`config.mk`:
```
export PLATFORM = sky130hd
export DESIGN_NAME = du_top
export DESIGN_NICKNAME = d
export VERILOG_FILES = /design/src/du_pkg.sv /design/src/du_cmd_ctrl.sv /design/src/du_prog_loader.sv /design/src/du_reply_tx.sv /design/src/du_top.sv
export SDC_FILE = /design/constraint.sdc
export NUM_CORES = 1
export LEC_CHECK = 0
export BUFFER_PORTS_ARGS = -buffer_cell sky130_fd_sc_hd__buf_4
export CAP_MARGIN = 40
export CORE_MARGIN = 2
export CORE_UTILIZATION = 30
export CTS_BUF_LIST = sky130_fd_sc_hd__clkbuf_2 sky130_fd_sc_hd__clkbuf_4 sky130_fd_sc_hd__clkbuf_8
export DETAILED_ROUTE_END_ITERATION = 12
export PLACE_DENSITY_LB_ADDON = 0.25
export SYNTH_ARGS = -nofsm -noshare
export SYNTH_HDL_FRONTEND = slang
export SYNTH_HIERARCHICAL = 1
export SYNTH_SLANG_ARGS = --single-unit
```
`constraint.sdc`:
```
create_clock -name i_du_clk -period 7.2 [get_ports i_du_clk]
set_clock_uncertainty 0.1 [all_clocks]
set_input_delay 1.08 -clock i_du_clk [delete_from_list [all_inputs] [get_ports i_du_clk]]
set_output_delay 1.08 -clock i_du_clk [all_outputs]
set_load 0.01 [all_outputs]
```
`src/du_pkg.sv`:
```
package du_pkg;

    typedef logic [7:0]  byte_t;        // FIFO data byte
    typedef logic [31:0] word_t;        // Register, memory or instruction word
    typedef logic [4:0]  reg_addr_t;    // Register file index
    typedef logic [7:0]  mem_addr_t;    // Byte address into data or instruction memory

    // Command bytes
    localparam byte_t CMD_LOAD_PROG  = 8'h02;
    localparam byte_t CMD_RUN        = 8'h05;
    localparam byte_t CMD_READ_REG   = 8'h06;
    localparam byte_t CMD_READ_MEM   = 8'h07;
    localparam byte_t CMD_READ_LATCH = 8'h08;
    localparam byte_t CMD_RESET      = 8'h0F;

    // Latch selectors after CMD_READ_LATCH
    localparam byte_t SUB_IFID = 8'h09;
    localparam byte_t SUB_MWB  = 8'h0C;

    localparam word_t HALT_WORD = 32'hFC00_0000;    // Last word of every program

    typedef struct packed {
        word_t pc_plus_4;
        word_t instruction;
    } ifid_latch_t;

    typedef struct packed {
        reg_addr_t rd;
        word_t     alu_result;
        word_t     read_data;
        logic      reg_write;
        logic      mem_to_reg;
        logic      is_jal;
        word_t     pc_plus_8;
    } mwb_latch_t;

    localparam int IFID_BYTES = 8;      // 64 bits
    localparam int MWB_BYTES  = 13;     // 104 bits, the longest reply

    typedef enum logic [1:0] {
        REPLY_REG,
        REPLY_MEM,
        REPLY_IFID,
        REPLY_MWB
    } reply_src_t;

endpackage

```
`src/du_cmd_ctrl.sv`:
```
module du_cmd_ctrl (
    input  logic               i_du_clk,
    input  logic               i_du_reset,
    input  du_pkg::byte_t      i_rx_byte,
    input  logic               i_rx_empty,
    input  logic               i_cpu_halt,
    input  logic               i_load_done,
    input  logic               i_reply_busy,
    output logic               o_rx_read,
    output logic               o_load_start,
    output logic               o_byte_take,
    output logic               o_reply_start,
    output du_pkg::reply_src_t o_reply_src,
    output logic               o_cpu_clk_en,
    output logic               o_cpu_reset,
    output du_pkg::reg_addr_t  o_reg_addr,
    output du_pkg::mem_addr_t  o_mem_addr
);

    typedef enum logic [2:0] {
        IDLE,
        LOAD,
        RUN,
        CORE_RESET,
        GET_REG_ADDR,
        GET_MEM_ADDR,
        GET_LATCH,
        REPLY
    } du_state_t;

    du_state_t state;
    du_state_t next_state;
    logic      rx_valid;

    assign rx_valid = !i_rx_empty;   // FWFT, byte on i_rx_byte is usable now

    always_ff @(posedge i_du_clk) begin
        if (i_du_reset) begin
            state <= IDLE;
        end else begin
            state <= next_state;
        end
    end

    // Readback addresses hold until the next read of the same kind
    always_ff @(posedge i_du_clk) begin
        if (i_du_reset) begin
            o_reg_addr <= '0;
            o_mem_addr <= '0;
        end else if (rx_valid) begin
            if (state == GET_REG_ADDR) begin
                o_reg_addr <= du_pkg::reg_addr_t'(i_rx_byte);   // Low 5 bits
            end
            if (state == GET_MEM_ADDR) begin
                o_mem_addr <= i_rx_byte;
            end
        end
    end

    always_comb begin
        next_state    = state;
        o_rx_read     = 1'b0;
        o_load_start  = 1'b0;
        o_byte_take   = 1'b0;
        o_reply_start = 1'b0;
        o_reply_src   = du_pkg::REPLY_REG;
        case (state)
            IDLE: begin
                if (rx_valid) begin
                    o_rx_read = 1'b1;
                    case (i_rx_byte)
                        du_pkg::CMD_LOAD_PROG: begin
                            o_load_start = 1'b1;
                            next_state   = LOAD;
                        end
                        du_pkg::CMD_RUN:        next_state = RUN;
                        du_pkg::CMD_RESET:      next_state = CORE_RESET;
                        du_pkg::CMD_READ_REG:   next_state = GET_REG_ADDR;
                        du_pkg::CMD_READ_MEM:   next_state = GET_MEM_ADDR;
                        du_pkg::CMD_READ_LATCH: next_state = GET_LATCH;
                        default:                next_state = IDLE;   // Unknown, dropped
                    endcase
                end
            end
            LOAD: begin
                // Halt word written this cycle, leave the next byte for IDLE
                if (i_load_done) begin
                    next_state = IDLE;
                end else if (rx_valid) begin
                    o_rx_read   = 1'b1;
                    o_byte_take = 1'b1;
                end
            end
            RUN: begin
                if (i_cpu_halt) begin
                    next_state = IDLE;
                end
            end
            CORE_RESET: begin
                next_state = IDLE;
            end
            GET_REG_ADDR: begin
                if (rx_valid) begin
                    o_rx_read     = 1'b1;
                    o_reply_start = 1'b1;
                    o_reply_src   = du_pkg::REPLY_REG;
                    next_state    = REPLY;
                end
            end
            GET_MEM_ADDR: begin
                if (rx_valid) begin
                    o_rx_read     = 1'b1;
                    o_reply_start = 1'b1;
                    o_reply_src   = du_pkg::REPLY_MEM;
                    next_state    = REPLY;
                end
            end
            GET_LATCH: begin
                if (rx_valid) begin
                    o_rx_read  = 1'b1;
                    next_state = IDLE;   // Unknown sub-code sends nothing
                    if (i_rx_byte == du_pkg::SUB_IFID) begin
                        o_reply_start = 1'b1;
                        o_reply_src   = du_pkg::REPLY_IFID;
                        next_state    = REPLY;
                    end else if (i_rx_byte == du_pkg::SUB_MWB) begin
                        o_reply_start = 1'b1;
                        o_reply_src   = du_pkg::REPLY_MWB;
                        next_state    = REPLY;
                    end
                end
            end
            REPLY: begin
                if (!i_reply_busy) begin
                    next_state = IDLE;
                end
            end
            default: begin
                next_state = IDLE;
            end
        endcase
    end

    assign o_cpu_clk_en = (state == RUN);
    assign o_cpu_reset  = (state == CORE_RESET);   // One cycle, state always moves on

endmodule

```
`src/du_prog_loader.sv`:
```
module du_prog_loader (
    input  logic              i_du_clk,
    input  logic              i_du_reset,
    input  logic              i_load_start,
    input  logic              i_byte_take,
    input  du_pkg::byte_t     i_byte,
    output logic              o_imem_we,
    output du_pkg::mem_addr_t o_imem_addr,
    output du_pkg::word_t     o_imem_data,
    output logic              o_load_done
);

    du_pkg::word_t shift_q;
    du_pkg::word_t next_word;
    logic [1:0]    byte_cnt;
    logic          word_last;

    assign next_word = {shift_q[23:0], i_byte};       // MSB first
    assign word_last = i_byte_take && (byte_cnt == 2'd3);

    always_ff @(posedge i_du_clk) begin
        if (i_du_reset) begin
            byte_cnt    <= '0;
            o_imem_we   <= 1'b0;
            o_imem_addr <= '0;
        end else begin
            o_imem_we <= word_last;
            if (i_load_start) begin
                byte_cnt    <= '0;
                o_imem_addr <= '0;
            end else begin
                if (i_byte_take) begin
                    byte_cnt <= byte_cnt + 2'd1;
                end
                if (o_imem_we) begin
                    o_imem_addr <= o_imem_addr + 8'd4;   // Step after the write cycle
                end
            end
        end
    end

    // Separate from shift_q so the next word can stream in during the write
    always_ff @(posedge i_du_clk) begin
        if (i_byte_take) begin
            shift_q <= next_word;
        end
        if (word_last) begin
            o_imem_data <= next_word;
        end
    end

    assign o_load_done = o_imem_we && (o_imem_data == du_pkg::HALT_WORD);

endmodule

```
`src/du_reply_tx.sv`:
```
module du_reply_tx (
    input  logic                i_du_clk,
    input  logic                i_du_reset,
    input  logic                i_reply_start,
    input  du_pkg::reply_src_t  i_reply_src,
    input  du_pkg::word_t       i_reg_data,
    input  du_pkg::word_t       i_mem_data,
    input  du_pkg::ifid_latch_t i_ifid,
    input  du_pkg::mwb_latch_t  i_mwb,
    input  logic                i_tx_full,
    output du_pkg::byte_t       o_tx_byte,
    output logic                o_tx_write,
    output logic                o_busy
);

    du_pkg::reply_src_t             src_q;
    logic [3:0]                     byte_idx;
    logic [3:0]                     last_idx;
    logic [du_pkg::MWB_BYTES*8-1:0] tx_image;

    // Source left-justified in the widest image so byte 0 is always the MSB
    always_comb begin
        case (src_q)
            du_pkg::REPLY_MEM: begin
                tx_image = {i_mem_data, {(du_pkg::MWB_BYTES*8 - $bits(du_pkg::word_t)){1'b0}}};
                last_idx = 4'($bits(du_pkg::word_t)/8 - 1);
            end
            du_pkg::REPLY_IFID: begin
                tx_image = {i_ifid, {((du_pkg::MWB_BYTES - du_pkg::IFID_BYTES)*8){1'b0}}};
                last_idx = 4'(du_pkg::IFID_BYTES - 1);
            end
            du_pkg::REPLY_MWB: begin
                tx_image = i_mwb;
                last_idx = 4'(du_pkg::MWB_BYTES - 1);
            end
            default: begin
                tx_image = {i_reg_data, {(du_pkg::MWB_BYTES*8 - $bits(du_pkg::word_t)){1'b0}}};
                last_idx = 4'($bits(du_pkg::word_t)/8 - 1);
            end
        endcase
    end

    always_ff @(posedge i_du_clk) begin
        if (i_du_reset) begin
            o_busy   <= 1'b0;
            byte_idx <= '0;
            src_q    <= du_pkg::REPLY_REG;
        end else if (i_reply_start) begin
            o_busy   <= 1'b1;
            byte_idx <= '0;
            src_q    <= i_reply_src;
        end else if (o_tx_write) begin
            if (byte_idx == last_idx) begin
                o_busy   <= 1'b0;
                byte_idx <= '0;
            end else begin
                byte_idx <= byte_idx + 4'd1;
            end
        end
    end

    assign o_tx_write = o_busy && !i_tx_full;   // Holds its place while full
    assign o_tx_byte  = tx_image[8*(du_pkg::MWB_BYTES - 1 - int'(byte_idx)) +: 8];

endmodule

```
`src/du_top.sv`:
```
module du_top (
    input  logic                i_du_clk,
    input  logic                i_du_reset,
    input  du_pkg::byte_t       i_rx_byte,
    input  logic                i_rx_empty,
    input  logic                i_tx_full,
    input  logic                i_cpu_halt,
    input  du_pkg::word_t       i_reg_data,
    input  du_pkg::word_t       i_mem_data,
    input  du_pkg::ifid_latch_t i_ifid,
    input  du_pkg::mwb_latch_t  i_mwb,
    output logic                o_rx_read,
    output du_pkg::byte_t       o_tx_byte,
    output logic                o_tx_write,
    output logic                o_imem_we,
    output du_pkg::mem_addr_t   o_imem_addr,
    output du_pkg::word_t       o_imem_data,
    output logic                o_cpu_clk_en,
    output logic                o_cpu_reset,
    output du_pkg::reg_addr_t   o_reg_addr,
    output du_pkg::mem_addr_t   o_mem_addr
);

    logic               load_start;
    logic               byte_take;
    logic               load_done;
    logic               reply_start;
    du_pkg::reply_src_t reply_src;
    logic               reply_busy;

    du_cmd_ctrl u_cmd_ctrl (
        .i_du_clk      (i_du_clk),
        .i_du_reset    (i_du_reset),
        .i_rx_byte     (i_rx_byte),
        .i_rx_empty    (i_rx_empty),
        .i_cpu_halt    (i_cpu_halt),
        .i_load_done   (load_done),
        .i_reply_busy  (reply_busy),
        .o_rx_read     (o_rx_read),
        .o_load_start  (load_start),
        .o_byte_take   (byte_take),
        .o_reply_start (reply_start),
        .o_reply_src   (reply_src),
        .o_cpu_clk_en  (o_cpu_clk_en),
        .o_cpu_reset   (o_cpu_reset),
        .o_reg_addr    (o_reg_addr),
        .o_mem_addr    (o_mem_addr)
    );

    du_prog_loader u_prog_loader (
        .i_du_clk     (i_du_clk),
        .i_du_reset   (i_du_reset),
        .i_load_start (load_start),
        .i_byte_take  (byte_take),
        .i_byte       (i_rx_byte),     // Same FWFT byte the controller decodes
        .o_imem_we    (o_imem_we),
        .o_imem_addr  (o_imem_addr),
        .o_imem_data  (o_imem_data),
        .o_load_done  (load_done)
    );

    du_reply_tx u_reply_tx (
        .i_du_clk      (i_du_clk),
        .i_du_reset    (i_du_reset),
        .i_reply_start (reply_start),
        .i_reply_src   (reply_src),
        .i_reg_data    (i_reg_data),
        .i_mem_data    (i_mem_data),
        .i_ifid        (i_ifid),
        .i_mwb         (i_mwb),
        .i_tx_full     (i_tx_full),
        .o_tx_byte     (o_tx_byte),
        .o_tx_write    (o_tx_write),
        .o_busy        (reply_busy)
    );

endmodule

```
; ---- Yosys cells after proc, flatten, opt, wreduce, memory -nomap -nowiden
; Cells that the tools add are included.
[word_totals]
register_bits = 90
latch_bits = 0
ram_bits = 0
romBits = 0
in_bits = 245
wordCells = 91
mem_count = 0
[op_classes]
n_addsub = 4
mul = 0
n_div = 0
order_cmp = 0
n_eq_ne = 27
n_shift = 1
mux = 32
bitwise_logic = 1
n_reduce_logical = 15
[op_table]
columns = operator, n
row1 = $pmux W104 S3, 1
row2 = $shiftx A104 B32 Y8, 1
row3 = $eq A32 B32 Y1 const B, 1
row4 = $eq A8 B4 Y1 const B, 4
row5 = $eq A8 B3 Y1 const B, 3
row6 = $mux W3, 8
row7 = $pmux W3 S7, 1
row8 = $pmux W3 S6, 1
row9 = $mux W1, 13
row10 = $eq A3 B3 Y1 const B, 4
row11 = $ne A2 B2 Y1 const B, 6
row12 = $add A8 B3 Y8 const B, 1
row13 = $eq A8 B2 Y1 const B, 1
row14 = $pmux W4 S2, 1
row15 = $eq A2 B2 Y1 const B, 3
row16 = $eq A3 B2 Y1 const B, 2
row17 = $mux W2, 3
row18 = $reduce_and A2 Y1, 3
row19 = $reduce_and A6 Y1, 1
row20 = $reduce_or A2 Y1, 3
row21 = $sub A4 B4 Y5 const A, 1
row22 = $add A4 B1 Y4 const B, 1
row23 = $eq A4 B4 Y1, 1
row24 = $mux W4, 1
row25 = other kinds (11), 15

; ---- Logic depth before layout (Yosys ltp)
[logic_depth]
depth_word = 7
mapped_depth = 13
mapped_depth_nobuf = 7

; ---- Hierarchy
; The synthesis kept the hierarchy.
[by_module_without_submodules]
columns = module, instances, cells_per_inst, area_each_um2
row1 = du_reply_tx, 1, 320, 2566.2
row2 = du_prog_loader, 1, 107, 2140.8
row3 = du_cmd_ctrl, 1, 102, 845.8

; ---- Least setup slack after synthesis
; OpenSTA, ideal clock, no wires.
[synth_path]
path_type = input-to-reg
startpoint = input i_rx_empty
endpoint = register u_prog_loader.o_imem_data[0], enable pin
setup_ns = 0.393
t_arrival_ns = 4.922
t_required_ns = 6.707
slack_ns = 1.785
path_stages = 2
n_path_buf = 0
path_cell_list = nor4_1 and2_1
[synth_between]
elab_chain_len = 4
[synth_lines]
columns = item, line_no
row1 = start: declaration, du_top.sv:5  ; input logic i_rx_empty,
row2 = $mux W1, du_cmd_ctrl.sv:89  ; end else if (rx_valid) begin
row3 = $mux W1, du_cmd_ctrl.sv:87  ; if (i_load_done) begin
row4 = $mux W1, du_cmd_ctrl.sv:67  ; case (state)
row5 = $logic_and A1 B1 Y1, du_prog_loader.sv:19  ; assign word_last = i_byte_take && (byte_cnt == 2'd3);
row6 = via u_prog_loader.word_last, du_prog_loader.sv:16  ; logic word_last;
row7 = end signal: assignment, du_prog_loader.sv:48  ; o_imem_data <= next_word;
row8 = end: declaration, du_prog_loader.sv:9  ; output du_pkg::word_t o_imem_data,
; The timed path passes the listed nets, and every way through them passes these cells.
; A chain may end at the register's enable or synchronous reset.

; ---- Final worst setup path
[layout_path]
startpoint = register u_reply_tx.byte_idx[0]
endpoint = output o_tx_byte[0]
[layout_between]
elab_chain_len = 2
[layout_lines]
columns = item, line_no
row1 = start: declaration, du_reply_tx.sv:17  ; logic [3:0] byte_idx;
row2 = start signal: assignment, du_reply_tx.sv:57  ; byte_idx <= byte_idx + 4'd1;
row3 = $sub A4 B4 Y5, du_reply_tx.sv:63  ; assign o_tx_byte = tx_image[8*(du_pkg::MWB_BYTES - 1 - int'(byte_idx)) +: 8];
row4 = $shiftx A104 B32 Y8, du_reply_tx.sv:63
row5 = end: declaration, du_top.sv:13  ; output du_pkg::byte_t o_tx_byte,
; Every way passes these cells.

==> flow_metrics.py <==
metrics = {
    "outcome": {
        "status": "finished, violations left",
        "violations": "DRC",
    },
    "clock_tree": {
        "ctsHoldBuffers": 0,
        "numCtsBuffers": 9,
        "cts.root.buffer_cell": "clkbuf_8",
        "cts_sinks": 88,
        "htreeDepth": 3,
        "cts_setup_buffers": 0,
        "worstSkewPairLatency_ns": 0.35,
        "cts_tree": "yes",
        "clk_pin_slew_ns": 0.09,
        "ctsResizeCount": 0,
        "cts_buffer_depth": 2,
    },
    "routing": {
        "vias": 5449,
        "drc": 5,
        "avgRoutedWirePerCell_um": 19.6,
        "firstDrtPassIters": 9,
        "drt-total-wl_mm": 20.6,
        "ant_nets": 0,
        "avgViaCountPerCell": 5.19,
        "drtIter0Drc": 422,
    },
    "synthesis": {
        "synth_cells": 529,
        "synth_fa_ha_area_share_pct": 0.901,
        "yosysUniqueCellTypes": 71,
        "ys_ff_latch": 88,
        "synthMuxAreaShare_pct": 18.8,
        "synth-simple-area-share_pct": 13.7,
        "synth.avg_cell_area_um2": 10.5,
        "synth_compound_area_share_pct": 17.4,
        "synth_edf_count": 56,
        "synth_xor_xnor_area_share_pct": 1.74,
        "seq_area_frac_synth_pct": 41.8,
        "synth-warning-count": 6,
        "async_flop_share_pct": 0,
        "netlist_area_um2": 5550,
        "synth_top_family_by_area": "multiplexers",
        "ys.flop_type": "edfxtp_1",
    },
    "floorplanning": {
        "core_area_um2": 18100,
        "die_w_um": 140,
        "fp.dieArea_um2": 19600,
        "initial_core_util_pct": 30.7,
        "pin_count": 311,
        "core.rowCount": 49,
        "chipHeight_um": 140,
    },
    "placed_design": {
        "place_hpwl_mm": 16.4,
        "dpl_cell_area_um2": 7970,
        "routabilityCongestion": 0.861,
        "io_buffer_count": 308,
    },
    "setup_path": {
        "cp-start-kind": "flip-flop",
        "reg2reg_depth": 7,
        "crit_path_start": "u_reply_tx/byte_idx[0]$_SDFFE_PP0P_",
        "r2r_slack_ns": 4.47,
        "crit_fanout": 57,
        "r2r-start": "u_prog_loader/o_imem_we$_SDFF_PP0_",
        "path_class": "flip-flop to output pin",
        "worstPathRequired_ns": 6.02,
        "end_kind": "output pin",
        "critPathArrivalTime_ns": 3.67,
    },
    "global_route": {
        "grt_antenna_before_repair": 0,
        "grt_overflow": 0,
        "grtUsageTotal_pct": 19.9,
        "use_met1_pct": 27.0,
        "grt_pass1_wl_mm": 30.5,
        "grt_max_degree": 58,
        "grtUsageMet3_pct": 2.87,
        "use_met2_pct": 33.9,
        "grt_busiest_layer": "met2",
        "grt_pass1_vias": 5321,
    },
    "final_layout": {
        "area_delta_synth_final_pct": 47.4,
        "fin_nets": 1065,
        "layout-drive-gt1-share_pct": 48.2,
        "n_antenna_cell": 0,
        "design_area_um2": 8180,
        "fill_cells": 1787,
    },
    "sta": {
        "final_hold_viol_count": 0,
        "fmax_mhz": 206,
        "drv_slew": 0,
        "grt_setup_unrepaired": "no",
        "period_share_pct": 67.4,
        "period_needed_ns": 4.85,
        "final-setup-viol-count": 0,
        "setup-tns-final_ns": 0,
        "slew_headroom_pct": 53.0,
        "hold_ws_ns": 0.326,
        "tightest_slew_ns": 0.705,
    },
    "pwr": {
        "cellLeakagePower_nw": 3.23,
        "powerDensity_nw_per_um2": 164,
        "ir_drop_v": 0.000113,
    },
    "min_path": {
        "hold_class": "flip-flop to flip-flop",
        "holdPathStages": 0,
        "hp-start": "u_prog_loader/shift_q[22]$_DFFE_PP_",
    },
    "run": {
        "drv_cap": 0,
    },
}
-- registers in the layout (all words and copies together), names as in the netlist, 2 cells and up --
| signal | count |
|---|---|
| u_prog_loader/shift_q | 24 |
| u_reply_tx/byte_idx | 4 |
| u_prog_loader/o_imem_addr | 6 |
| u_cmd_ctrl/o_mem_addr | 8 |
| u_cmd_ctrl/o_reg_addr | 5 |
| u_prog_loader/byte_cnt | 2 |
| u_cmd_ctrl/state | 3 |
| u_reply_tx/src_q | 2 |
| u_prog_loader/o_imem_data | 32 |
-- layout make-up --
| class | instances | area (um^2) | share of cell area [%] |
|---|---|---|---|
| clock buffer | 9 | 124 | 1.51 |
| multi-input combinational | 386 | 2930 | 35.8 |
| timing repair buffer | 316 | 2370 | 29.0 |
| sequential | 88 | 2330 | 28.4 |
| tap | 229 | 287 | 3.50 |
| inverter | 15 | 56.3 | 0.688 |
| clock inverter | 7 | 88.8 | 1.09 |
-- path summary, 6_finish.rpt --
path                                                  end
setup / recovery                             o_tx_byte[0]
hold / removal    u_prog_loader/o_imem_data[30]$_DFFE_PP_
setup reg to reg   u_prog_loader/o_imem_data[3]$_DFFE_PP_
hold reg to reg   u_prog_loader/o_imem_data[30]$_DFFE_PP_
-- routing by layer --
metal	wire length, um	part of all wire, %	up-vias
li1	-	-	2598
met1	8700	42	2593
met2	10300	50	236
met3	1250	6.1	22
met4	335	1.6	0
met5	0	0	-
-- worst max-delay path: stages (launching register included) --
cell and delay, ns:
dfxtp_2 0.32, buf_4 0.52, inv_1 0.14, ha_2 0.36, buf_4 0.51, nor2_1 0.23
a32o_1 0.26, nor3_1 0.30, o32ai_1 0.20, a31o_2 0.29, buf_4 0.14
-- synth_stat cells, types with 6 or more instances --
| cell type | number | area, um^2 |
|---|---|---|
| o21ai_0 | 19 | 95.1 |
| nand2_1 | 40 | 150 |
| dfxtp_1 | 32 | 641 |
| mux2_2 | 21 | 236 |
| mux2i_1 | 40 | 400 |
| nand2b_1 | 10 | 62.6 |
| nor2_1 | 40 | 150 |
| o22ai_1 | 12 | 75.1 |
| clkbuf_1 | 11 | 41.3 |
| mux4_2 | 18 | 405 |
| buf_6 | 9 | 101 |
| nor3_1 | 13 | 65.1 |
| a31o_2 | 6 | 52.6 |
| a32o_1 | 9 | 90.1 |
| edfxtp_1 | 56 | 1680 |
| a22o_1 | 6 | 52.6 |
| a21oi_1 | 45 | 225 |
| xnor2_1 | 7 | 61.3 |
| o32ai_1 | 6 | 52.6 |
| inv_1 | 14 | 52.6 |
| a22oi_1 | 12 | 90.1 |
| buf_2 | 16 | 80.1 |
-- power by group --
part           switching [mW]  internal, mW
combinational           0.174         0.209
clock                   0.190         0.168
sequential             0.0300         0.573
-- cell families after synthesis --
kind of cell | count (synthesis)
other | 1
adders and majority gates | 4
and+or+nand+nor | 148
xor gates and xnor gates | 11
DFF | 88
AOI/OAI and AO/OA | 142
muxes | 79
buffers and inverters | 56
-- through the flow --
| stage | setup WS (ns) | utilization [%] | std cells | power [mW] |
|---|---|---|---|---|
| after CTS | 2.39 | 45.3 | 1050 | 1.36 |
| after global routing | 2.10 | 45.3 | 1050 | 1.41 |
| final | 2.35 | 45.3 | 1050 | 1.34 |
| after floorplan | 1.79 | - | 530 | 0.819 |
| after detailed placement | 2.78 | 44.1 | 1034 | 0.995 |
| after global placement | 2.77 | 44.0 | 1032 | 0.992 |
-- placed cells by master (no fill, tap or decap), types with 9 or more instances in the layout --
master and n:
dfxtp_1 29, mux2_2 21, clkbuf_8 9, a21oi_1 45, mux2i_1 40, buf_4 316
a32o_1 9, nor3_1 13, a22oi_1 12, inv_1 14, nor2_1 40, edfxtp_1 56
o21ai_0 19, o22ai_1 12, nand2b_1 10, nand2_1 40, mux4_2 18
No activity file was read; power rests on OpenSTA's default activity.
